File: src/icache_pkg.sv
package icache_pkg;

    // Byte address width on both sides of the cache
    localparam int addr_width = 32;

    // Instruction and memory word width
    localparam int word_width = 32;

    typedef logic [word_width-1:0] word_t;

    // Fetch from the core, byte address of one instruction
    typedef struct packed {
        logic [addr_width-1:0] addr;
    } fetch_req_t;

    // Answer to the core
    typedef struct packed {
        word_t instr;
    } fetch_rsp_t;

    // Block read toward the memory controller, always block aligned
    typedef struct packed {
        logic [addr_width-1:0] addr;
    } mem_req_t;

    // One data beat of a block read
    typedef struct packed {
        word_t data;
    } mem_beat_t;

endpackage
File: src/icache_top.sv
`timescale 1ns/1ps

module icache_top #(
    parameter int num_sets    = 8,
    parameter int num_ways    = 4,
    parameter int block_words = 4
) (
    input  logic                   Clk,
    input  logic                   arst_n,
    input  logic                   req_valid,
    input  icache_pkg::fetch_req_t req,
    output logic                   rsp_valid,
    output icache_pkg::fetch_rsp_t rsp,
    output logic                   busy,
    input  logic                   flush,
    output logic                   mem_req_valid,
    output icache_pkg::mem_req_t   mem_req,
    input  logic                   mem_beat_valid,
    input  icache_pkg::mem_beat_t  mem_beat
);

    import icache_pkg::*;

    logic                    lookup_valid;
    fetch_req_t              lookup_req;
    logic                    done;
    logic                    miss_valid;
    fetch_req_t              miss_req;
    logic                    fill_valid;
    word_t [block_words-1:0] fill_line;

    icache_fetch_port fetch_port_i (
        .Clk          (Clk),
        .arst_n       (arst_n),
        .req_valid    (req_valid),
        .req          (req),
        .done         (done),
        .busy         (busy),
        .lookup_valid (lookup_valid),
        .lookup_req   (lookup_req)
    );

    icache_lookup #(
        .num_sets    (num_sets),
        .num_ways    (num_ways),
        .block_words (block_words)
    ) lookup_i (
        .Clk          (Clk),
        .arst_n       (arst_n),
        .flush        (flush),
        .lookup_valid (lookup_valid),
        .lookup_req   (lookup_req),
        .fill_valid   (fill_valid),
        .fill_line    (fill_line),
        .miss_valid   (miss_valid),
        .miss_req     (miss_req),
        .rsp_valid    (rsp_valid),
        .rsp          (rsp),
        .done         (done)
    );

    icache_refill #(
        .block_words (block_words)
    ) refill_i (
        .Clk            (Clk),
        .arst_n         (arst_n),
        .miss_valid     (miss_valid),
        .miss_req       (miss_req),
        .mem_beat_valid (mem_beat_valid),
        .mem_beat       (mem_beat),
        .mem_req_valid  (mem_req_valid),
        .mem_req        (mem_req),
        .fill_valid     (fill_valid),
        .fill_line      (fill_line)
    );

endmodule

File: src/icache_refill.sv
`timescale 1ns/1ps

module icache_refill #(
    parameter int block_words = 4
) (
    input  logic                                Clk,
    input  logic                                arst_n,
    input  logic                                miss_valid,
    input  icache_pkg::fetch_req_t              miss_req,
    input  logic                                mem_beat_valid,
    input  icache_pkg::mem_beat_t               mem_beat,
    output logic                                mem_req_valid,
    output icache_pkg::mem_req_t                mem_req,
    output logic                                fill_valid,
    output icache_pkg::word_t [block_words-1:0] fill_line
);

    import icache_pkg::*;

    localparam int offset_w = $clog2(block_words);
    localparam int block_lo = 2 + offset_w;

    // Request sent, line not yet complete
    logic                req_open;
    logic [offset_w-1:0] beat_cnt;
    logic                take_beat;
    logic                last_beat;

    assign take_beat = mem_beat_valid && req_open;
    assign last_beat = (beat_cnt == offset_w'(block_words - 1));

    always_ff @(posedge Clk or negedge arst_n) begin
        if (!arst_n) begin
            mem_req_valid <= 1'b0;
            fill_valid    <= 1'b0;
            req_open      <= 1'b0;
            beat_cnt      <= '0;
        end else begin
            mem_req_valid <= 1'b0;
            fill_valid    <= 1'b0;
            if (miss_valid) begin
                mem_req_valid <= 1'b1;
                req_open      <= 1'b1;
                beat_cnt      <= '0;
            end
            if (take_beat) begin
                beat_cnt <= beat_cnt + 1'b1;
                if (last_beat) begin
                    // Whole line gathered, hand it to lookup
                    req_open   <= 1'b0;
                    fill_valid <= 1'b1;
                end
            end
        end
    end

    // Block address and line buffer
    always_ff @(posedge Clk) begin
        if (miss_valid) begin
            mem_req.addr <= {miss_req.addr[addr_width-1:block_lo], {block_lo{1'b0}}};
        end
        if (take_beat) begin
            fill_line[beat_cnt] <= mem_beat.data;
        end
    end

    // Memory speaks only in answer to a block request
    a_beat_needs_req: assert property (
        @(posedge Clk) disable iff (!arst_n)
        mem_beat_valid |-> req_open
    );

    // One miss at a time
    a_no_overlap: assert property (
        @(posedge Clk) disable iff (!arst_n)
        miss_valid |-> !req_open
    );

endmodule

File: src/icache_lookup.sv
`timescale 1ns/1ps

module icache_lookup #(
    parameter int num_sets    = 8,
    parameter int num_ways    = 4,
    parameter int block_words = 4
) (
    input  logic                                Clk,
    input  logic                                arst_n,
    input  logic                                flush,
    input  logic                                lookup_valid,
    input  icache_pkg::fetch_req_t              lookup_req,
    input  logic                                fill_valid,
    input  icache_pkg::word_t [block_words-1:0] fill_line,
    output logic                                miss_valid,
    output icache_pkg::fetch_req_t              miss_req,
    output logic                                rsp_valid,
    output icache_pkg::fetch_rsp_t              rsp,
    output logic                                done
);

    import icache_pkg::*;

    localparam int offset_w = $clog2(block_words);
    localparam int index_w  = $clog2(num_sets);
    localparam int way_w    = $clog2(num_ways);
    localparam int index_lo = 2 + offset_w;
    localparam int tag_lo   = index_lo + index_w;
    localparam int tag_w    = addr_width - tag_lo;

    logic [num_ways-1:0]     valid_arr [num_sets];
    logic [way_w-1:0]        rr_ptr    [num_sets];
    logic [tag_w-1:0]        tag_arr   [num_sets][num_ways];
    word_t [block_words-1:0] data_arr  [num_sets][num_ways];

    logic                miss_pending;
    logic [offset_w-1:0] req_offset;
    logic [index_w-1:0]  req_index;
    logic [tag_w-1:0]    req_tag;
    logic [offset_w-1:0] miss_offset;
    logic [index_w-1:0]  miss_index;
    logic [tag_w-1:0]    miss_tag;
    logic [num_ways-1:0] hit_vec;
    logic                hit;
    logic [way_w-1:0]    hit_way;
    logic [way_w-1:0]    fill_way;
    logic                set_full;
    logic [way_w-1:0]    rr_next;

    assign req_offset  = lookup_req.addr[index_lo-1:2];
    assign req_index   = lookup_req.addr[tag_lo-1:index_lo];
    assign req_tag     = lookup_req.addr[addr_width-1:tag_lo];
    assign miss_offset = miss_req.addr[index_lo-1:2];
    assign miss_index  = miss_req.addr[tag_lo-1:index_lo];
    assign miss_tag    = miss_req.addr[addr_width-1:tag_lo];

    // Compare every way of the indexed set
    always_comb begin
        hit_way = '0;
        for (int w = 0; w < num_ways; w++) begin
            hit_vec[w] = valid_arr[req_index][w] && (tag_arr[req_index][w] == req_tag);
            if (hit_vec[w]) begin
                hit_way = way_w'(w);
            end
        end
    end

    assign hit = |hit_vec;

    // Lowest invalid way, else the round-robin victim
    always_comb begin
        fill_way = rr_ptr[miss_index];
        set_full = 1'b1;
        for (int w = num_ways - 1; w >= 0; w--) begin
            if (!valid_arr[miss_index][w]) begin
                fill_way = way_w'(w);
                set_full = 1'b0;
            end
        end
    end

    assign rr_next = (rr_ptr[miss_index] == way_w'(num_ways - 1)) ? '0 :
                     rr_ptr[miss_index] + 1'b1;

    always_ff @(posedge Clk or negedge arst_n) begin
        if (!arst_n) begin
            miss_valid   <= 1'b0;
            rsp_valid    <= 1'b0;
            miss_pending <= 1'b0;
            for (int s = 0; s < num_sets; s++) begin
                valid_arr[s] <= '0;
                rr_ptr[s]    <= '0;
            end
        end else begin
            miss_valid <= 1'b0;
            rsp_valid  <= 1'b0;
            if (flush) begin
                for (int s = 0; s < num_sets; s++) begin
                    valid_arr[s] <= '0;
                end
            end
            if (lookup_valid) begin
                if (hit) begin
                    rsp_valid <= 1'b1;
                end else begin
                    miss_valid   <= 1'b1;
                    miss_pending <= 1'b1;
                end
            end
            if (fill_valid) begin
                valid_arr[miss_index][fill_way] <= 1'b1;
                if (set_full) begin
                    rr_ptr[miss_index] <= rr_next;
                end
                miss_pending <= 1'b0;
                rsp_valid    <= 1'b1;
            end
        end
    end

    // Tag and data storage, response word
    always_ff @(posedge Clk) begin
        if (lookup_valid) begin
            miss_req <= lookup_req;
            if (hit) begin
                rsp.instr <= data_arr[req_index][hit_way][req_offset];
            end
        end
        if (fill_valid) begin
            tag_arr[miss_index][fill_way]  <= miss_tag;
            data_arr[miss_index][fill_way] <= fill_line;
            rsp.instr                      <= fill_line[miss_offset];
        end
    end

    assign done = rsp_valid;

    // A block is never held in two ways of a set
    a_single_hit: assert property (
        @(posedge Clk) disable iff (!arst_n)
        lookup_valid |-> $onehot0(hit_vec)
    );

    // Refill returns a line only for the miss kept here
    a_fill_for_miss: assert property (
        @(posedge Clk) disable iff (!arst_n)
        fill_valid |-> miss_pending
    );

endmodule

File: src/icache_fetch_port.sv
`timescale 1ns/1ps

module icache_fetch_port (
    input  logic                   Clk,
    input  logic                   arst_n,
    input  logic                   req_valid,
    input  icache_pkg::fetch_req_t req,
    input  logic                   done,
    output logic                   busy,
    output logic                   lookup_valid,
    output icache_pkg::fetch_req_t lookup_req
);

    logic accept;

    assign accept = req_valid && !busy;

    // Busy from acceptance until the edge after the response
    always_ff @(posedge Clk or negedge arst_n) begin
        if (!arst_n) begin
            busy         <= 1'b0;
            lookup_valid <= 1'b0;
        end else begin
            lookup_valid <= accept;
            if (accept) begin
                busy <= 1'b1;
            end else if (done) begin
                busy <= 1'b0;
            end
        end
    end

    // Address held for lookup and for the whole miss
    always_ff @(posedge Clk) begin
        if (accept) begin
            lookup_req <= req;
        end
    end

    // The core waits for the previous fetch to finish
    a_no_req_while_busy: assert property (
        @(posedge Clk) disable iff (!arst_n)
        req_valid |-> !busy
    );

endmodule

File: config.mk
export PLATFORM = sky130hd
export DESIGN_NAME = icache_top
export DESIGN_NICKNAME = d
export VERILOG_FILES = /design/src/icache_pkg.sv /design/src/icache_top.sv /design/src/icache_refill.sv /design/src/icache_lookup.sv /design/src/icache_fetch_port.sv
export SDC_FILE = /design/constraint.sdc
export NUM_CORES = 2
export LEC_CHECK = 0
export ABC_AREA = 0
export BUFFER_PORTS_ARGS = -buffer_cell sky130_fd_sc_hd__buf_2
export CORE_MARGIN = 2
export CORE_UTILIZATION = 58
export CTS_BUF_LIST = sky130_fd_sc_hd__clkbuf_16
export DETAILED_ROUTE_END_ITERATION = 7
export PLACE_DENSITY = 0.77
export SLEW_MARGIN = 5
export SYNTH_ARGS = -nofsm -noshare
export SYNTH_HDL_FRONTEND = slang
export SYNTH_MEMORY_MAX_BITS = 65536
export SYNTH_SLANG_ARGS = --single-unit
File: constraint.sdc
create_clock -name Clk -period 26.8 [get_ports Clk]
set_clock_uncertainty 0.2 [all_clocks]
set_input_delay 0 -clock Clk [delete_from_list [all_inputs] [get_ports Clk]]
set_output_delay 0 -clock Clk [all_outputs]
set_load 0.005 [all_outputs]
==> results.sh <==
export IMPL_status="finished, final reports clean"
export IMPL_cts_setup_buffers=0
export IMPL_setup_viol=0
export IMPL_floorplan_initialDensity=0.582
export IMPL_clock_sinks=5204
export IMPL_grt_overflow_total=0
export IMPL_finalWirelength_mm=538
export IMPL_finalCritPeriodShare=0.348
export IMPL_io_pins=136
export IMPL_core_area_um2=343000
export IMPL_slew_headroom=0.129
export IMPL_clockRootBuffer="clkbuf_16"
export IMPL_drt_antenna_violating_nets=0
export IMPL_most_common_layout_cells="edfxtp_1 (5144), mux4_2 (1289), clkbuf_16 (483), nand2_1 (397), mux2i_1 (299)"
export IMPL_hold_buffers=143
export IMPL_fillers=20800
export IMPL_ys_flop_type="edfxtp_1"
export IMPL_p_leak_uw=0.0708
export IMPL_die_w_um=591
export IMPL_layout_commonest_cell="edfxtp_1"
export IMPL_h_tree_depth=5
export IMPL_firstDrtPassIters=8
export IMPL_routed_via_count=101000
export IMPL_grt_pass1_vias=102000
export IMPL_worstPathRequired_ns=27.30
export IMPL_cts_buffers=479
export IMPL_ys_warnings_count=0
export IMPL_clk_insertion_delay_late_ns=1.01
export IMPL_power_density_nw_per_um2=79.9
export IMPL_die_h_um=591
export IMPL_ys_ff_latch=5204
export IMPL_period_minus_slack_ns=9.32
export IMPL_final_nets=9430
export IMPL_cts_tree="built"
export IMPL_path_class="flip-flop to flip-flop"
export IMPL_fp_row_count=215
export IMPL_drv_slew=0
export IMPL_regArea_um2=156000
export IMPL_antenna_found_initial=27
export IMPL_hold_path_class="input pin to flip-flop"
export IMPL_drive_above_1_share=0.256
export IMPL_ys_types=82
export IMPL_drtIter0Drc=17100
export IMPL_pre_cts_ws_ns=17.67
export IMPL_multi_input_area_um2=41500
export IMPL_clk_pin_slew_worst_paths_ns=0.06
export IMPL_worst_setup_path_end_kind="flip-flop"
export IMPL_synth_edf_count=5144
export IMPL_cts_path_max_buffers=4
export IMPL_remaining_drc_errors=0
export IMPL_yosysSeqAreaShare=0.782
export IMPL_fin_setup_tns_ns=0
export IMPL_cap_violations=0
export IMPL_worst_pin_slew_ns=1.30
export IMPL_finalPower_uw=17800
export IMPL_ir_worst_vdd_mv=0.0590
export IMPL_crit_path_start_kind="flip-flop"
export IMPL_layout_setup_ws_ns=17.48
export IMPL_grt_pass1_wl_mm=759
export IMPL_synth_area_um2=200000
export IMPL_rsz0062_at_grt="false"
export IMPL_grt_usage=0.309
export IMPL_grt_max_degree=126
export IMPL_via_per_inst=7.07
export IMPL_crit_fanout=46
export IMPL_fp_dieArea_um2=349000
export IMPL_cts_resized_gates=0
export IMPL_hpwl_mm=258
export IMPL_clock_fmax_mhz=107
export IMPL_hold_viol_final=0
export IMPL_syn_inst=8825
export IMPL_routabilityCongestion=0.888
export IMPL_synth_async_reset_ratio=0.0110
export IMPL_wl_per_cell_um=37.5
export IMPL_io_buffers=129
export IMPL_worst_ep_arrival_time_ns=9.82
export IMPL_syn_area_per_cell_um2=22.6
export IMPL_area_growth_pct=11.7
## layout make-up
type	instances	area share
Antenna cell	21	0.000236
Clock buffer	483	0.0542
Clock inverter	408	0.0143
Inverter	39	0.000702
Multi-Input combinational cell	3110	0.186
Sequential cell	5204	0.700
Tap cell	4557	0.0256
Timing Repair Buffer	522	0.0190
## critical path, cell delays in order, from the launching register on
cell	delay, ns
dfxtp_4	0.89
buf_4	0.63
buf_4	0.82
buf_4	0.82
mux4_2	0.61
mux2i_1	0.21
xnor2_1	0.29
nor4_1	0.14
nand4_1	0.24
or3_4	0.39
buf_4	0.61
and2_4	0.66
buf_4	0.68
buf_4	0.45
nand2_1	0.47
o221ai_1	0.46
o2111ai_1	0.20
## cells in the mapped netlist (6+ instances only)
master	n	area, µm²
buf_6	16	180
a22o_1	25	219
buf_4	49	368
and3_1	18	113
xor2_1	25	219
nand2b_1	7	43.8
o211ai_1	27	203
mux2_2	78	878
a221oi_1	24	210
a21oi_1	88	440
a22oi_1	23	173
buf_1	51	191
dfrtp_1	57	1430
a32o_1	10	100
a32oi_1	11	96.3
nand2_1	397	1490
o21ai_0	100	500
nor3_1	50	250
a21boi_0	7	52.6
edfxtp_1	5144	154000
a31oi_1	26	163
or4_1	7	52.6
xnor2_1	52	455
a21boi_1	6	45.0
mux4_2	1289	29000
nand3_1	28	140
nand3b_1	17	128
o21a_1	7	52.6
nor2b_1	21	131
nand4_1	46	288
o2111ai_1	6	52.6
nor2_1	127	477
and2_1	21	131
o31ai_1	9	67.6
mux2i_1	299	2990
a211oi_1	28	210
a2111oi_0	12	105
o22ai_1	77	482
buf_2	176	881
nor4_1	31	194
o221ai_1	14	123
inv_1	39	146
clkbuf_1	182	683
or3_1	21	131
## flip-flops by register name, summed over array words and instances (netlist names), named ones only
signal	cells
lookup_i.miss_valid	1
lookup_i.done	1
refill_i.mem_req	28
fetch_port_i.lookup_req	30
fetch_port_i.busy	1
refill_i.fill_valid	1
fetch_port_i.lookup_valid	1
refill_i.beat_cnt	2
refill_i.req_open	1
lookup_i.valid_arr	32
refill_i.mem_req_valid	1
lookup_i.rr_ptr	16
refill_i.fill_line	128
lookup_i.data_arr	4096
lookup_i.miss_req	30
lookup_i.rsp	32
lookup_i.tag_arr	800
## routing by layer
metal  routed length (µm)  GRT usage  vias up
met5                  108          0        -
met4                25400      0.133       16
met3                77000     0.0729     1444
met2               257000      0.486     8796
met1               178000      0.421    52700
li1                     -          -    38400
## power by group
part	total, µW	internal, µW	switching [µW]
clock network	6680	3690	2990
registers	9420	9180	241
logic	1700	743	960
## path summary, 6_finish.rpt
path                          startpoint                           to  slack (ns)  cells after the start
setup / recovery               flip-flop              lookup_i.rsp[9]       17.48                     16
hold / removal                   req[18]  fetch_port_i.lookup_req[18]        0.05                      3
setup reg to reg               flip-flop              lookup_i.rsp[9]       17.48                     16
hold reg to reg            lookup_i.done            fetch_port_i.busy        0.25                      1
max in group asynchronous         arst_n          refill_i.fill_valid       25.57                      4
min in group asynchronous         arst_n       lookup_i.valid_arr[17]        0.10                      4
## metrics by stage
step | hold WS [ns] | utilization | instances | area, µm²
4_1_cts | 0.00465 | 0.650 | 14300 | 223000
3_5_place_dp | -0.0219 | 0.601 | 13300 | 206000
5_1_grt | 0.0582 | 0.650 | 14300 | 223000
3_3_place_gp | -0.0214 | 0.601 | 13300 | 206000
6_report | 0.0490 | 0.650 | 14300 | 223000
2_1_floorplan | -0.496 | - | 8828 | 200000
## kinds of logic after synthesis
kind of cell | Yosys count | share of synthesized area
DFF | 5204 | 0.782
muxes | 1670 | 0.165
and+or+nand+nor | 817 | 0.0191
AOI/OAI and AO/OA | 537 | 0.0181
buffers and inverters | 514 | 0.0124
xor gates and xnor gates | 77 | 0.00338
adders and majority gates | 5 | 0.000314
other | 1 | 0.0000188
Note: power is estimated with default switching activity, not from simulation.
